**config.mk**
```make
export PLATFORM = sky130hd
export DESIGN_NAME = ahbBusUnit
export DESIGN_NICKNAME = d
export VERILOG_FILES = /design/src/common/busPkg.sv /design/src/hw/ahbBus/ahbBusUnit.sv
export SDC_FILE = /design/constraint.sdc
export NUM_CORES = 1
export LEC_CHECK = 0
export BUFFER_PORTS_ARGS = -buffer_cell sky130_fd_sc_hd__buf_2
export CAP_MARGIN = 20
export CORE_AREA = 2 2 108 110
export CTS_CLUSTER_SIZE = 28
export DETAILED_ROUTE_END_ITERATION = 16
export DIE_AREA = 0 0 110 112
export SLEW_MARGIN = 0
export SYNTH_ARGS = -nofsm -noshare
export SYNTH_HDL_FRONTEND = slang
export SYNTH_SLANG_ARGS = --single-unit
```
**constraint.sdc**
```tcl
create_clock -name clk -period 5.83 [get_ports clk]
set_input_delay 0.583 -clock clk [delete_from_list [all_inputs] [get_ports clk]]
set_output_delay 0.583 -clock clk [all_outputs]
set_load 0.05 [all_outputs]
```
**src/common/busPkg.sv**
```systemverilog
// Shared widths, bus-unit states and AHB-Lite codes
// Only a 32-bit data bus and 32-bit physical addresses are supported
`default_nettype none

package busPkg;

  ////////////////////////////////////////////////////////////////////////////
  // Widths
  ////////////////////////////////////////////////////////////////////////////

  // Register and bus data width
  localparam int xlen = 32;
  // Physical address width
  localparam int paBits = 32;
  // Byte offset bits within one bus word
  localparam int offBits = 2;

  ////////////////////////////////////////////////////////////////////////////
  // Bus unit states
  ////////////////////////////////////////////////////////////////////////////

  // Shared so that assertions and wave dumps decode the same way
  typedef enum logic [1:0] {
    IDLE,
    MEMREAD,
    MEMWRITE,
    INSTRREAD
  } busStateT;

  ////////////////////////////////////////////////////////////////////////////
  // AHB-Lite codes
  ////////////////////////////////////////////////////////////////////////////

  // HTRANS, only single transfers are issued
  localparam logic [1:0] htransIdle = 2'b00;
  localparam logic [1:0] htransNonseq = 2'b10;

  // Access size, same encoding as the low bits of HSIZE
  localparam logic [1:0] sizeByte = 2'd0;
  localparam logic [1:0] sizeHalf = 2'd1;
  localparam logic [1:0] sizeWord = 2'd2;

endpackage

`default_nettype wire

```
**src/hw/ahbBus/ahbBusUnit.sv**
```systemverilog
// AHB-Lite master arbitrating a fetch stream and a load/store stream
// Single NONSEQ transfers only, HRESP is not acted on
// Requesters hold address and data stable until their ack
`timescale 1ns/1ps
`default_nettype none

module ahbBusUnit (
  input  wire logic                         clk,
  input  wire logic                         rstN,
  // Load control
  input  wire logic                         unsignedLoad,
  // Fetch side
  input  wire logic [busPkg::paBits-1:0]    ifuBusAdr,
  input  wire logic                         ifuBusRead,
  output logic      [busPkg::xlen-1:0]      ifuBusHRDATA,
  output logic                              ifuBusAck,
  // Load/store side
  input  wire logic [busPkg::paBits-1:0]    lsuBusAdr,
  input  wire logic                         lsuBusRead,
  input  wire logic                         lsuBusWrite,
  input  wire logic [busPkg::xlen-1:0]      lsuBusHWDATA,
  input  wire logic [1:0]                   lsuBusSize,
  output logic      [busPkg::xlen-1:0]      lsuBusHRDATA,
  output logic                              lsuBusAck,
  // AHB-Lite bus
  input  wire logic [busPkg::xlen-1:0]      HRDATA,
  input  wire logic                         HREADY,
  input  wire logic                         HRESP,
  output logic      [busPkg::paBits-1:0]    HADDR,
  output logic      [busPkg::xlen-1:0]      HWDATA,
  output logic                              HWRITE,
  output logic      [2:0]                   HSIZE,
  output logic      [1:0]                   HTRANS,
  // Delayed offset and {unsigned, size} for the load aligner
  output logic      [busPkg::offBits-1:0]   haddrD,
  output logic      [2:0]                   hsizeD
);

  busPkg::busStateT state;
  busPkg::busStateT nextState;
  logic             grantData;

  ////////////////////////////////////////////////////////////////////////////
  // Arbitration FSM
  ////////////////////////////////////////////////////////////////////////////

  always_ff @(posedge clk or negedge rstN) begin
    if (!rstN) begin
      state <= busPkg::IDLE;
    end else begin
      state <= nextState;
    end
  end

  // Data wins at idle, but a fetch already on the bus always completes
  // HREADY low holds the current state
  always_comb begin
    case (state)
      busPkg::IDLE: begin
        if (lsuBusRead) nextState = busPkg::MEMREAD;
        else if (lsuBusWrite) nextState = busPkg::MEMWRITE;
        else if (ifuBusRead) nextState = busPkg::INSTRREAD;
        else nextState = busPkg::IDLE;
      end
      busPkg::MEMREAD,
      busPkg::MEMWRITE: begin
        // Pending fetch starts its address phase in the data ack cycle
        if (!HREADY) nextState = state;
        else if (ifuBusRead) nextState = busPkg::INSTRREAD;
        else nextState = busPkg::IDLE;
      end
      busPkg::INSTRREAD: begin
        if (!HREADY) nextState = busPkg::INSTRREAD;
        else nextState = busPkg::IDLE;
      end
      default: nextState = busPkg::IDLE;
    endcase
  end

  ////////////////////////////////////////////////////////////////////////////
  // Address phase, straight from the next state
  ////////////////////////////////////////////////////////////////////////////

  assign grantData = (nextState == busPkg::MEMREAD) || (nextState == busPkg::MEMWRITE);

  assign HADDR  = grantData ? lsuBusAdr : ifuBusAdr;
  // Fetches are always full words
  assign HSIZE  = grantData ? {1'b0, lsuBusSize} : {1'b0, busPkg::sizeWord};
  assign HTRANS = (nextState != busPkg::IDLE) ? busPkg::htransNonseq : busPkg::htransIdle;
  assign HWRITE = (nextState == busPkg::MEMWRITE);

  // Data phase values lag the address phase by one cycle
  // Write data is already lane placed by the requester
  always_ff @(posedge clk) begin
    HWDATA <= lsuBusHWDATA;
    haddrD <= HADDR[busPkg::offBits-1:0];
    hsizeD <= {unsignedLoad, HSIZE[1:0]};
  end

  ////////////////////////////////////////////////////////////////////////////
  // Return path
  ////////////////////////////////////////////////////////////////////////////

  // Both streams see the raw bus word
  assign ifuBusHRDATA = HRDATA;
  assign lsuBusHRDATA = HRDATA;

  // Ack pulses when the owning state is left with HREADY high
  assign ifuBusAck = (state == busPkg::INSTRREAD) && HREADY;
  assign lsuBusAck = ((state == busPkg::MEMREAD) || (state == busPkg::MEMWRITE)) && HREADY;

  // Only one stream completes per cycle
  assert property (@(posedge clk) disable iff (!rstN)
    !(ifuBusAck && lsuBusAck));

  // A write transfer is only driven for a live store request
  assert property (@(posedge clk) disable iff (!rstN)
    HWRITE |-> lsuBusWrite);

endmodule

`default_nettype wire

```
==> flow_summary.yaml <==
run_status:
  run_status: "finished, final reports clean"
yosys:
  yosys-top-cells-count: "sky130_fd_sc_hd__buf_4 (66), sky130_fd_sc_hd__dfxtp_1 (37), sky130_fd_sc_hd__mux2_4 (28)"
  synthMostInstantiatedCell: "sky130_fd_sc_hd__buf_4"
  postSynthRegisterBits: 39
  synth_warnings: 0
  mean_area_per_synthesized_cell_um2: 11.7
  yosysSeqAreaShare_pct: 39.9
  mappedNetlistArea_mm2: 0.00198
  netlist_instances: 169
  synth_area_leader_cell: "sky130_fd_sc_hd__dfxtp_1"
  synthFlopType: "sky130_fd_sc_hd__dfxtp_1"
  synth_enable_flop_cells: 0
  netlist-cell-type-count: 20
  async_reset_ff_share_pct: 5.13
  yosys.area.top_type_share_pct: 37.4
  synth_area_leaders: "sky130_fd_sc_hd__dfxtp_1 (37%), sky130_fd_sc_hd__buf_4 (25%), sky130_fd_sc_hd__mux2_4 (21%)"
clock_tree:
  numCtsBuffers: 5
  post-cts-setup-buffers: 0
  cts.root.buffer_cell: "sky130_fd_sc_hd__clkbuf_16"
  post_cts.resized_instances: 0
  cts.clk_slew.worst_paths_ns: 0.05
  worstSkewPairLatency_ns: 0.28
  cts_hold_repair.buffers: 0
  tritoncts: "done"
  clock_path_buffers: 2
  sink_count: 39
  cts-htree-levels: 2
route:
  detail_route.first_pass.iterations: 4
  drt_iter0_markers: 41
  routedWlPerCell_um: 12.4
  postRouteAntennaNets: 0
  routed-via-count: 1553
  route.detailed.drc: 0
  detail_route.vias_per_cell: 3.60
  routed_wl_um: 5360
min_path:
  min_path_type: "in2async"
cells_and_area:
  drive_gt1_share_pct: 76.7
  layout.filler_cells: 1182
  area.growth.synth_to_final_pct: 37.1
  final_nets: 429
  final_design_area_no_fill_mm2: 0.00272
  diodes: 0
timing:
  fin_hold_ws_ns: 0.0811
  timing_hold_violations_final: 0
  final_period_minus_worst_setup_slack_ns: 3.22
  fmax_ghz: 0.311
  unrepaired_setup_endpoints_after_global_routing: "no"
  maxSlewViolCount: 0
  final_min_period_over_clock_period_pct: 55.2
  final.setup.worst_slack_ns: 2.61
  finalSetupViolations: 0
  fin_setup_tns_ns: 0
  skew_ns: 0.00161
setup_path:
  cp-end-kind: "output pin"
  critical_path.cell_chain: "inv_1, ha_1, inv_1, a211oi_1, a21o_1, ha_2, buf_12, mux2_2, buf_2"
  critPathMaxStageDelay_ns: 0.38
  worst_setup_path_start_kind: "flop"
  crit_required_ns: 5.25
  timing.critical_path.arrival_ns: 2.63
  slowest_stage_cell_cp: "sky130_fd_sc_hd__dfrtp_1"
  timing_worst_setup_path_type: "reg2out"
  crit_path_max_fanout: 30
  timing.critical_path.mode_cell: "sky130_fd_sc_hd__inv_1"
place:
  preCtsSetupSlack_ns: 2.31
  io_buffers: 179
  place.gp.congestion: 0.752
  hpwlAfterDp_um: 4530
  post_dp_cell_area_mm2: 0.00252
flow_run:
  drv.max_cap_violation_count: 0
floorplan:
  die_width_um: 110
  dieHeight_um: 112
  design.die.area_mm2: 0.0123
  std_cell_rows: 39
  initial_utilization_pct: 17.7
  coreArea_mm2: 0.0112
  design.portCount: 279
global_routing:
  grt.overflow.total: 0
  pin_count_of_the_biggest_net_entering_global_routing: 35
  first_global_vias: 1646
  groute.usage.overall_pct: 8.07
  antenna_found_initial: 0
  grt_pass1_wl_um: 7380
==> flip-flops by register name, indices dropped and copies added, names as in the netlist <==
name and count:
haddrD 2, state 2, hsizeD 3, HWDATA 32
==> placed cells by master (no fill, tap or decap) <==
cell / n
sky130_fd_sc_hd__buf_2: 179
sky130_fd_sc_hd__dfxtp_1: 37
sky130_fd_sc_hd__mux2_4: 28
sky130_fd_sc_hd__inv_1: 6
sky130_fd_sc_hd__clkbuf_16: 5
sky130_fd_sc_hd__mux2_2: 4
sky130_fd_sc_hd__and2_1: 3
sky130_fd_sc_hd__ha_1: 3
sky130_fd_sc_hd__a21oi_1: 2
sky130_fd_sc_hd__nand2_1: 2
sky130_fd_sc_hd__a21o_1: 2
sky130_fd_sc_hd__o21ai_0: 2
sky130_fd_sc_hd__conb_1: 2
sky130_fd_sc_hd__dfrtp_1: 2
sky130_fd_sc_hd__mux2_1: 1
sky130_fd_sc_hd__a211oi_1: 1
sky130_fd_sc_hd__nor2_1: 1
sky130_fd_sc_hd__a32o_1: 1
sky130_fd_sc_hd__nand2b_1: 1
sky130_fd_sc_hd__a32oi_1: 1
sky130_fd_sc_hd__ha_2: 1
sky130_fd_sc_hd__bufinv_16: 1
sky130_fd_sc_hd__clkbuf_8: 1
sky130_fd_sc_hd__clkinv_2: 1
sky130_fd_sc_hd__buf_12: 1
==> routing by layer <==
layer  up-vias  share of wire (%)  track usage (%)
met5         -                  0                0
met4         0                2.6             4.22
met3        15                 15             3.22
met2       156                 54             16.2
met1       670                 28             6.25
li1        712                  -                -
==> metrics by stage <==
stage	std cells	util [%]
floorplan	170	-
global placement	422	22.6
detailed placement	422	22.6
CTS	430	24.1
global route	431	24.3
finish	431	24.3
==> path summary, 6_finish.rpt <==
check | from | end | slack (ns) | cells past startpoint
worst min register to register | state[0] | state[0] | 0.76 | 3
worst max-delay path | state[1] | HADDR[31] | 2.61 | 9
worst max register to register | state[1] | haddrD[0] | 3.85 | 7
worst min-delay path | rstN | state[1] | 0.08 | 1
min in group clk | lsuBusHWDATA[16] | HWDATA[16] | 0.40 | 1
max in group asynchronous | rstN | state[0] | 5.65 | 1
==> worst max-delay path, delay by kind of cell (launching register included) <==
family,cells,cell delay (ns)
buf+inv,4,0.61
flops,1,0.38
fa+ha+maj,2,0.49
mux,1,0.36
compound gates,2,0.46
==> cell type report <==
cell class / count / area [µm²] / share of cell area, %
repair buffers: 180 / 916 / 33.7
clock buffers: 6 / 139 / 5.11
clock inverters: 2 / 35.0 / 1.29
well taps: 143 / 179 / 6.59
flip-flops and latches: 39 / 791 / 29.1
inverters: 6 / 22.5 / 0.829
multi-input cells: 55 / 634 / 23.4
==> logic make-up after synthesis <==
logic type | count (synthesis) | share of synthesized area [%]
buf+inv | 76 | 28.4
mux | 33 | 24.1
fa+ha+maj | 4 | 2.53
compound gates | 9 | 3.09
simple gates | 7 | 1.83
other cells | 1 | 0.189
flops | 39 | 39.9
Power is left out: the tool's default activity adds up to more than one toggle a clock period on the data nets, which glitch-free logic cannot reach.
