## config.mk

```make
export PLATFORM = sky130hd
export DESIGN_NAME = loadAlign
export DESIGN_NICKNAME = d
export VERILOG_FILES = /design/src/common/busPkg.sv /design/src/hw/loadAlign.sv
export SDC_FILE = /design/constraint.sdc
export NUM_CORES = 1
export LEC_CHECK = 0
export ABC_AREA = 1
export BUFFER_PORTS_ARGS = -buffer_cell sky130_fd_sc_hd__buf_4
export CORE_MARGIN = 3
export CORE_UTILIZATION = 37
export DETAILED_ROUTE_END_ITERATION = 10
export PLACE_DENSITY_LB_ADDON = 0.2
export SLEW_MARGIN = 30
export SYNTH_ARGS = -nofsm -noshare
export SYNTH_HDL_FRONTEND = slang
export SYNTH_SLANG_ARGS = --single-unit
```

## constraint.sdc

```tcl
create_clock -name vclk -period 0.83
set_input_delay 0.0415 -clock vclk [all_inputs]
set_output_delay 0.0415 -clock vclk [all_outputs]
set_load 0.02 [all_outputs]
```

## src/common/busPkg.sv

```systemverilog
// Shared widths, bus-unit states and AHB-Lite codes
// Only a 32-bit data bus and 32-bit physical addresses are supported
`default_nettype none

package busPkg;

  ////////////////////////////////////////////////////////////////////////////
  // Widths
  ////////////////////////////////////////////////////////////////////////////

  // Register and bus data width
  localparam int xlen = 32;
  // Physical address width
  localparam int paBits = 32;
  // Byte offset bits within one bus word
  localparam int offBits = 2;

  ////////////////////////////////////////////////////////////////////////////
  // Bus unit states
  ////////////////////////////////////////////////////////////////////////////

  // Shared so that assertions and wave dumps decode the same way
  typedef enum logic [1:0] {
    IDLE,
    MEMREAD,
    MEMWRITE,
    INSTRREAD
  } busStateT;

  ////////////////////////////////////////////////////////////////////////////
  // AHB-Lite codes
  ////////////////////////////////////////////////////////////////////////////

  // HTRANS, only single transfers are issued
  localparam logic [1:0] htransIdle = 2'b00;
  localparam logic [1:0] htransNonseq = 2'b10;

  // Access size, same encoding as the low bits of HSIZE
  localparam logic [1:0] sizeByte = 2'd0;
  localparam logic [1:0] sizeHalf = 2'd1;
  localparam logic [1:0] sizeWord = 2'd2;

endpackage

`default_nettype wire

```

## src/hw/loadAlign.sv

```systemverilog
// Load data extraction from the returned bus word
// Purely combinational, driven by the one-cycle delayed offset and size
`timescale 1ns/1ps
`default_nettype none

module loadAlign (
  input  wire logic [busPkg::xlen-1:0]    busWord,
  input  wire logic [busPkg::offBits-1:0] haddrD,
  // {unsigned, size}
  input  wire logic [2:0]                 hsizeD,
  output logic      [busPkg::xlen-1:0]    loadData
);

  logic [7:0]  byteVal;
  logic [15:0] halfVal;
  logic        byteSign;
  logic        halfSign;

  ////////////////////////////////////////////////////////////////////////////
  // Lane select
  ////////////////////////////////////////////////////////////////////////////

  // Byte at the delayed offset
  assign byteVal = busWord[8*haddrD +: 8];
  // Halfword, offset bit 0 ignored since accesses are aligned
  assign halfVal = busWord[16*haddrD[busPkg::offBits-1] +: 16];

  // Extension bit, forced low for unsigned loads
  assign byteSign = !hsizeD[2] && byteVal[7];
  assign halfSign = !hsizeD[2] && halfVal[15];

  ////////////////////////////////////////////////////////////////////////////
  // Extend to full width
  ////////////////////////////////////////////////////////////////////////////

  always_comb begin
    case (hsizeD[1:0])
      busPkg::sizeByte: loadData = {{(busPkg::xlen - 8){byteSign}}, byteVal};
      busPkg::sizeHalf: loadData = {{(busPkg::xlen - 16){halfSign}}, halfVal};
      // Word loads pass through unchanged
      default:          loadData = busWord;
    endcase
  end

endmodule

`default_nettype wire

```

==> results of run 1 <==
-- through the flow --
stage / instance area [sq um] / total power [mW] / setup slack, ns
finish: 1820 / 1.25 / -0.179
global route: 1820 / 1.33 / -0.218
CTS: 1640 / 1.14 / -0.139
detailed placement: 1490 / 1.03 / -0.186
global placement: 1490 / 1.01 / -0.166
floorplan: 865 / 0.557 / -0.0588
-- cells by family (layout without fill, tap and decap cells) --
kind of cell,count (synthesis),count (layout),share of synthesized area (%)
AO/OA/AOI/OAI,2,2,1.48
AND/OR/NAND/NOR,142,142,87.0
buffers and inverters,15,94,11.6
-- synth_stat cells --
library cell,n,area [sq um]
inv_4,2,12.5
clkbuf_1,3,11.3
inv_2,2,7.51
nand3_2,21,210
nor2_8,2,40.0
nand2_2,3,18.8
buf_4,1,7.51
buf_2,2,10.0
a21oi_1,1,5.00
inv_1,1,3.75
nor2_1,1,3.75
nand2_4,2,22.5
a22oi_1,1,7.51
nand2_1,101,379
nand3_1,12,60.1
buf_6,4,45.0
-- metal layers --
metal | track usage, % | routed length, um | share of wire (%) | vias up
li1 | - | - | - | 666
met1 | 25.7 | 1390 | 37 | 633
met2 | 46.4 | 2000 | 53 | 74
met3 | 1.66 | 283 | 7.6 | 10
met4 | 4.68 | 65 | 1.7 | 0
met5 | 0 | 0 | 0 | -
-- cell usage in the layout, fill, tap and decap left out --
master / synthesis / routed
a21oi_1: 1 / 1
clkbuf_16: 0 / 1
inv_2: 2 / 1
nor2_8: 2 / 2
nand2_4: 2 / 3
inv_6: 0 / 1
nor2_2: 0 / 1
buf_6: 4 / 32
nand3_4: 0 / 12
nand2_2: 3 / 5
buf_12: 0 / 4
nand3_1: 12 / 5
nand3_2: 21 / 16
inv_4: 2 / 3
buf_4: 1 / 51
nand2_1: 101 / 98
buf_8: 0 / 1
a22oi_1: 1 / 1
-- worst max-delay path, delay by kind of cell --
family / cells / cell delay [ns]
and+or+nand+nor: 6 / 0.46
buffers and inverters: 4 / 0.45
-- worst paths after layout --
| kind | slack [ns] | depth (start not counted) | start | end |
|---|---|---|---|---|
| setup / recovery | -0.18 | 10 | hsizeD[1] | loadData[23] |
| hold / removal | 0.40 | 4 | busWord[9] | loadData[9] |
-- timing repair --
action,in CTS,in global routing
gates cloned,0,1
buffers inserted,2,2
pin swaps,2,5
gates resized for setup,36,25
setup endpoints to repair,32,32
-- where the power goes --
group          internal, mW  switching, mW  total, mW  leakage, nW
sequential                0              0          0            0
combinational         0.618          0.636       1.25         1.11
clock                     0              0          0            0
total                 0.618          0.636       1.25         1.11
-- layout make-up --
type                       instances  area (sq um)  share of cell area, %
tap                               27          33.8                   1.86
timing repair buffer              89           863                   47.6
multi-input combinational        144           887                   48.9
inverter                           5          31.3                   1.72
==> out/results.txt, run 1 <==
WL/cell: 14.1 um
Residual DRC: 0
Initial Util: 41.0%
Crit path max fanout: 5
Grt ovf: 0
Sequential area share after synthesis: 0%
Final WL: 3.74 mm
First-pass GRT wire length: 5.22 mm
Cells after synthesis: 159
Die span in y: 53.8 um
Max-cap violations: 0
Antenna Cells: 0
Nature of the critical path startpoint: input port
Status: finished with violations
WS Path Type: in2out
Failing checks: setup timing
Via density: 5.22
FFs & Latches: 0
Non-Filler Instances: 265
Largest net degree at the start of global routing: 22
Placed insts: 260
IO Port Bufs: 69
WP data required: 0.79 ns
GPL Wtd Cong: 0.720
Die width: 53.8 um
Post-DRT Antenna Nets: 0
Count of pins over their slew limit: 0
Peak supply drop: 0.503 mV
Avg Inst Size Synth: 5.31 sq um
DR vias: 1,383
RSZ-0062 raised after global routing: true
Pre-antenna DRT Iters: 4
Die area: 0.00289 sq mm
DR iter-0 viols: 31
Final #Nets: 277
Worst slew pin tran: 0.206 ns
Fmax: 0.991 GHz
Yosys Warn Count: 0
Worst slew margin: 86.3%
Pwr/cell area: 690 mW/mm^2
Row count: 16
Final setup TNS: -4.60 ns
Register area: 0 sq um
CP arrival: 0.97 ns
Final WS setup: -0.179 ns
Filler cells: 108
Io pins: 69
Initial antenna violation count: 0
Leakage power: 1.11 nW
CP cell instances: buf_8, inv_4, nand2_4, nor2_2, nand2_2, nand2_2, nand2_4, clkbuf_16, nand3_2, buf_6
Final hold vios: 0
CP endpoint kind: output port
Layout cells sized above 1: 55.9%
Min-delay worst type: in2out
Vias in the first global route: 1,274
Min cycle time layout: 1.01 ns
Post-DP HPWL: 2.44 mm
Critical Path Max Stage Delay: 0.17 ns
CP max-delay cell: clkbuf_16
Syn nets: 196
# hold bufs at CTS: 0
Final Cycle Share: 122%
Global Route Usage Sum: 23.1%
Mapped Area: 845 sq um
Core box area: 0.00206 sq mm
Final setup viols: 32
Clock buffer count: 0
P&R area growth vs syn: 115%
Post-synthesis cell type count: 16
Post-layout util: 88.0%
WHS: 0.397 ns
Power figures use the tool's default switching activity.
==> inputs of run 2 (changes only) <==
--- a/config.mk
+++ b/config.mk
@@ -7,10 +7,12 @@
 export LEC_CHECK = 0
 export ABC_AREA = 1
 export BUFFER_PORTS_ARGS = -buffer_cell sky130_fd_sc_hd__buf_4
+export CAP_MARGIN = 20
 export CORE_MARGIN = 3
 export CORE_UTILIZATION = 37
 export DETAILED_ROUTE_END_ITERATION = 10
 export PLACE_DENSITY_LB_ADDON = 0.2
+export REMOVE_ABC_BUFFERS = 1
 export SLEW_MARGIN = 30
 export SYNTH_ARGS = -nofsm -noshare
 export SYNTH_HDL_FRONTEND = slang
==> out/results.txt, run 2 <==
Status: aborted with a tool error
Last step reached: global routing (5_1_grt)
Stop err: [ERROR DPL-0038] Utilization greater than 100%, impossible to legalize
Post-synthesis cell type count: 16 (unchanged)
WEP type: output port
Initial Util: 41.0% (unchanged)
Mux contribution to synthesized area: 0% (unchanged)
Post-synth top area share: 44.9% (unchanged)
Compound-Gate Fraction of Synth Area: 1.48% (unchanged)
Post-synthesis xor/xnor area fraction: 0% (unchanged)
Worst setup endpoint GRT: loadData[17]
Post-DP HPWL: 2.59 mm (+6.1%)
GPL Wtd Cong: 0.690 (-4.3%)
Yosys Warn Count: 0 (unchanged)
Row count: 16 (unchanged)
Io pins: 69 (unchanged)
Most frequent cells after synthesis: 101 x nand2_1, 21 x nand3_2, 12 x nand3_1
# hold bufs at CTS: 0 (unchanged)
Largest family of logic cells by synthesized area: simple AND/OR/NAND/NOR gates
Die span in y: 53.8 um (unchanged)
Top post-synthesis cells by area: nand2_1 45%, nand3_2 25%, nand3_1 7.1%
Largest net degree at the start of global routing: 25
Sequential area share after synthesis: 0% (unchanged)
Avg Inst Size Synth: 5.31 sq um (unchanged)
Mapped Area: 845 sq um (unchanged)
Synth Area in Simple Gates: 87.0% (unchanged)
Adder-Cell Fraction of Synth Area: 0% (unchanged)
Most common cell in the netlist: nand2_1
Area after DPL: 0.00143 sq mm (-4.4%)
Cells after synthesis: 159 (unchanged)
Die width: 53.8 um (unchanged)
Dominant cell type by area after synthesis: nand2_1
IO Port Bufs: 69 (unchanged)
-- run 2: cell counts after synthesis --
No cell type changed its count.
-- run 2: repair_timing --
| action | in CTS |
|---|---|
| gates cloned | 4 |
| gates resized for setup | 62 |
| pin swaps | 12 |
| endpoints found under the setup margin | 32 |
| buffers inserted | 3 |
-- run 2: logic make-up after synthesis --
kind of cell           Yosys count
buffers and inverters           15
AOI/OAI and AO/OA                2
and+or+nand+nor                142
-- run 2: per-stage QoR --
step	cells	setup slack (ns)	hold slack, ns	util (%)
detailed placement	259	-0.337	0.412	69.2
CTS	266	-0.145	0.402	86.0
global placement	259	-0.269	0.408	69.2
floorplan	149	-0.129	0.239	-
==> inputs of run 3 (changes only) <==
--- a/config.mk
+++ b/config.mk
@@ -8,10 +8,10 @@
 export ABC_AREA = 1
 export BUFFER_PORTS_ARGS = -buffer_cell sky130_fd_sc_hd__buf_4
 export CAP_MARGIN = 20
-export CORE_MARGIN = 3
-export CORE_UTILIZATION = 37
+export CORE_AREA = 3 3 64 66
 export DETAILED_ROUTE_END_ITERATION = 10
-export PLACE_DENSITY_LB_ADDON = 0.2
+export DIE_AREA = 0 0 67 69
+export PLACE_DENSITY_LB_ADDON = 0.15
 export REMOVE_ABC_BUFFERS = 1
 export SLEW_MARGIN = 30
 export SYNTH_ARGS = -nofsm -noshare
==> constraint.sdc (replaced) <==
create_clock -name vclk -period 1.1
set_input_delay 0.055 -clock vclk [all_inputs]
set_output_delay 0.055 -clock vclk [all_outputs]
set_load 0.02 [all_outputs]
==> out/results.txt, run 3 (synthesis results as in run 1) <==
Worst slew margin: 85.4%
Final setup viols: 0
Most common cell after layout, fill and taps aside: nand2_1
Via density: 4.37
Initial antenna violation count: 0
Residual DRC: 0
Die area: 0.00462 sq mm
Count of pins over their slew limit: 0
Final instance area: 0.00159 sq mm
Min cycle time layout: 1.05 ns
Initial Util: 23.2% (-18 points)
Register area: 0 sq um
Vias in the first global route: 1,084
Post-DP HPWL: 2.54 mm (-1.9%)
Nature of the critical path startpoint: input port
Area after DPL: 0.00148 sq mm (+3.6%)
Max-cap violations: 0
P&R area growth vs syn: 87.7%
Final hold vios: 0
Row count: 22 (+6)
RSZ-0062 raised after global routing: false
Most frequent cells in the layout: 100 x nand2_1, 81 x buf_4, 21 x nand3_2, 12 x nand3_1, 5 x nand2_8
Leakage power: 0.982 nW
Io pins: 69 (unchanged)
Layout cells sized above 1: 51.3%
WS Path Type: in2out
Largest net degree at the start of global routing: 25
WP data required: 1.04 ns
Final #Nets: 275
Worst slew pin tran: 0.219 ns
Status: complete, no violations
Min-delay worst type: in2out
Die width: 67 um (+25%)
Grt ovf: 0
Core box area: 0.00363 sq mm
Grt met2 use: 23.8%
First-pass GRT wire length: 4.99 mm
Post-DRT Antenna Nets: 0
DR vias: 1,241
Final WL: 3.45 mm
WL/cell: 12.1 um
Clock buffer count: 0
GPL Wtd Cong: 0.758 (+9.9%)
Die span in y: 69 um (+28%)
GR peak layer: met2
Crit path max fanout: 7
IO Port Bufs: 69 (unchanged)
CP arrival: 0.99 ns
Peak supply drop: 0.191 mV
Global Route Usage Sum: 13.0%
WHS: 0.435 ns
Pwr/cell area: 506 mW/mm^2
Final Cycle Share: 95.1%
FFs & Latches: 0
Met1 global-route usage: 17.2%
Pre-antenna DRT Iters: 4
DR iter-0 viols: 44
Fmax: 0.956 GHz
Grt met3 use: 1.14%
Antenna Cells: 0
CP endpoint kind: output port
==> run 3: worst max-delay path, cell delays in order <==
cell and delay, ns:
buf_4 0.13, buf_12 0.13, nor2_8 0.15, nand3_2 0.13
buf_6 0.17, nand3_1 0.08, buf_4 0.14
==> run 3: per-stage QoR <==
| stage | setup TNS (ns) | setup WS (ns) | util [%] | power [mW] | cells |
|---|---|---|---|---|---|
| finish | 0 | 0.0543 | 43.6 | 0.802 | 284 |
| CTS | 0 | 0.0289 | 40.9 | 0.775 | 280 |
| global route | 0 | 0.00106 | 43.6 | 0.868 | 284 |
| detailed placement | -0.483 | -0.0418 | 40.7 | 0.769 | 280 |
| global placement | -1.03 | -0.0621 | 40.7 | 0.771 | 280 |
| floorplan | 0 | 0.114 | - | 0.371 | 149 |
==> run 3: layout make-up <==
type | count | area, sq um
fillers | 404 | 2050
multi-input cells | 147 | 840
repair buffers | 84 | 659
well taps | 48 | 60.1
inverters | 5 | 26.3
==> run 3: timing repair <==
action	in CTS	in global routing
endpoints found under the setup margin	24	24
hold buffers	0	0
endpoints found under the hold margin	0	0
buffers inserted	0	1
cloned	0	3
pin swaps	0	4
gates resized for setup	1	11
==> run 3: worst paths after layout <==
kind      endpoint  slack [ns]         from  cells past startpoint
max   loadData[19]        0.05    hsizeD[1]                      7
min   loadData[31]        0.43  busWord[31]                      4
==> run 3: power breakdown <==
part	switching [mW]	total [mW]	internal [mW]
sequential	0	0	0
clock	0	0	0
combinational	0.435	0.802	0.367
==> run 3: metal layers <==
metal	vias up	part of all wire, %
met4	0	0
met3	0	7.3
met2	35	49
met5	-	0
met1	542	44
li1	664	-
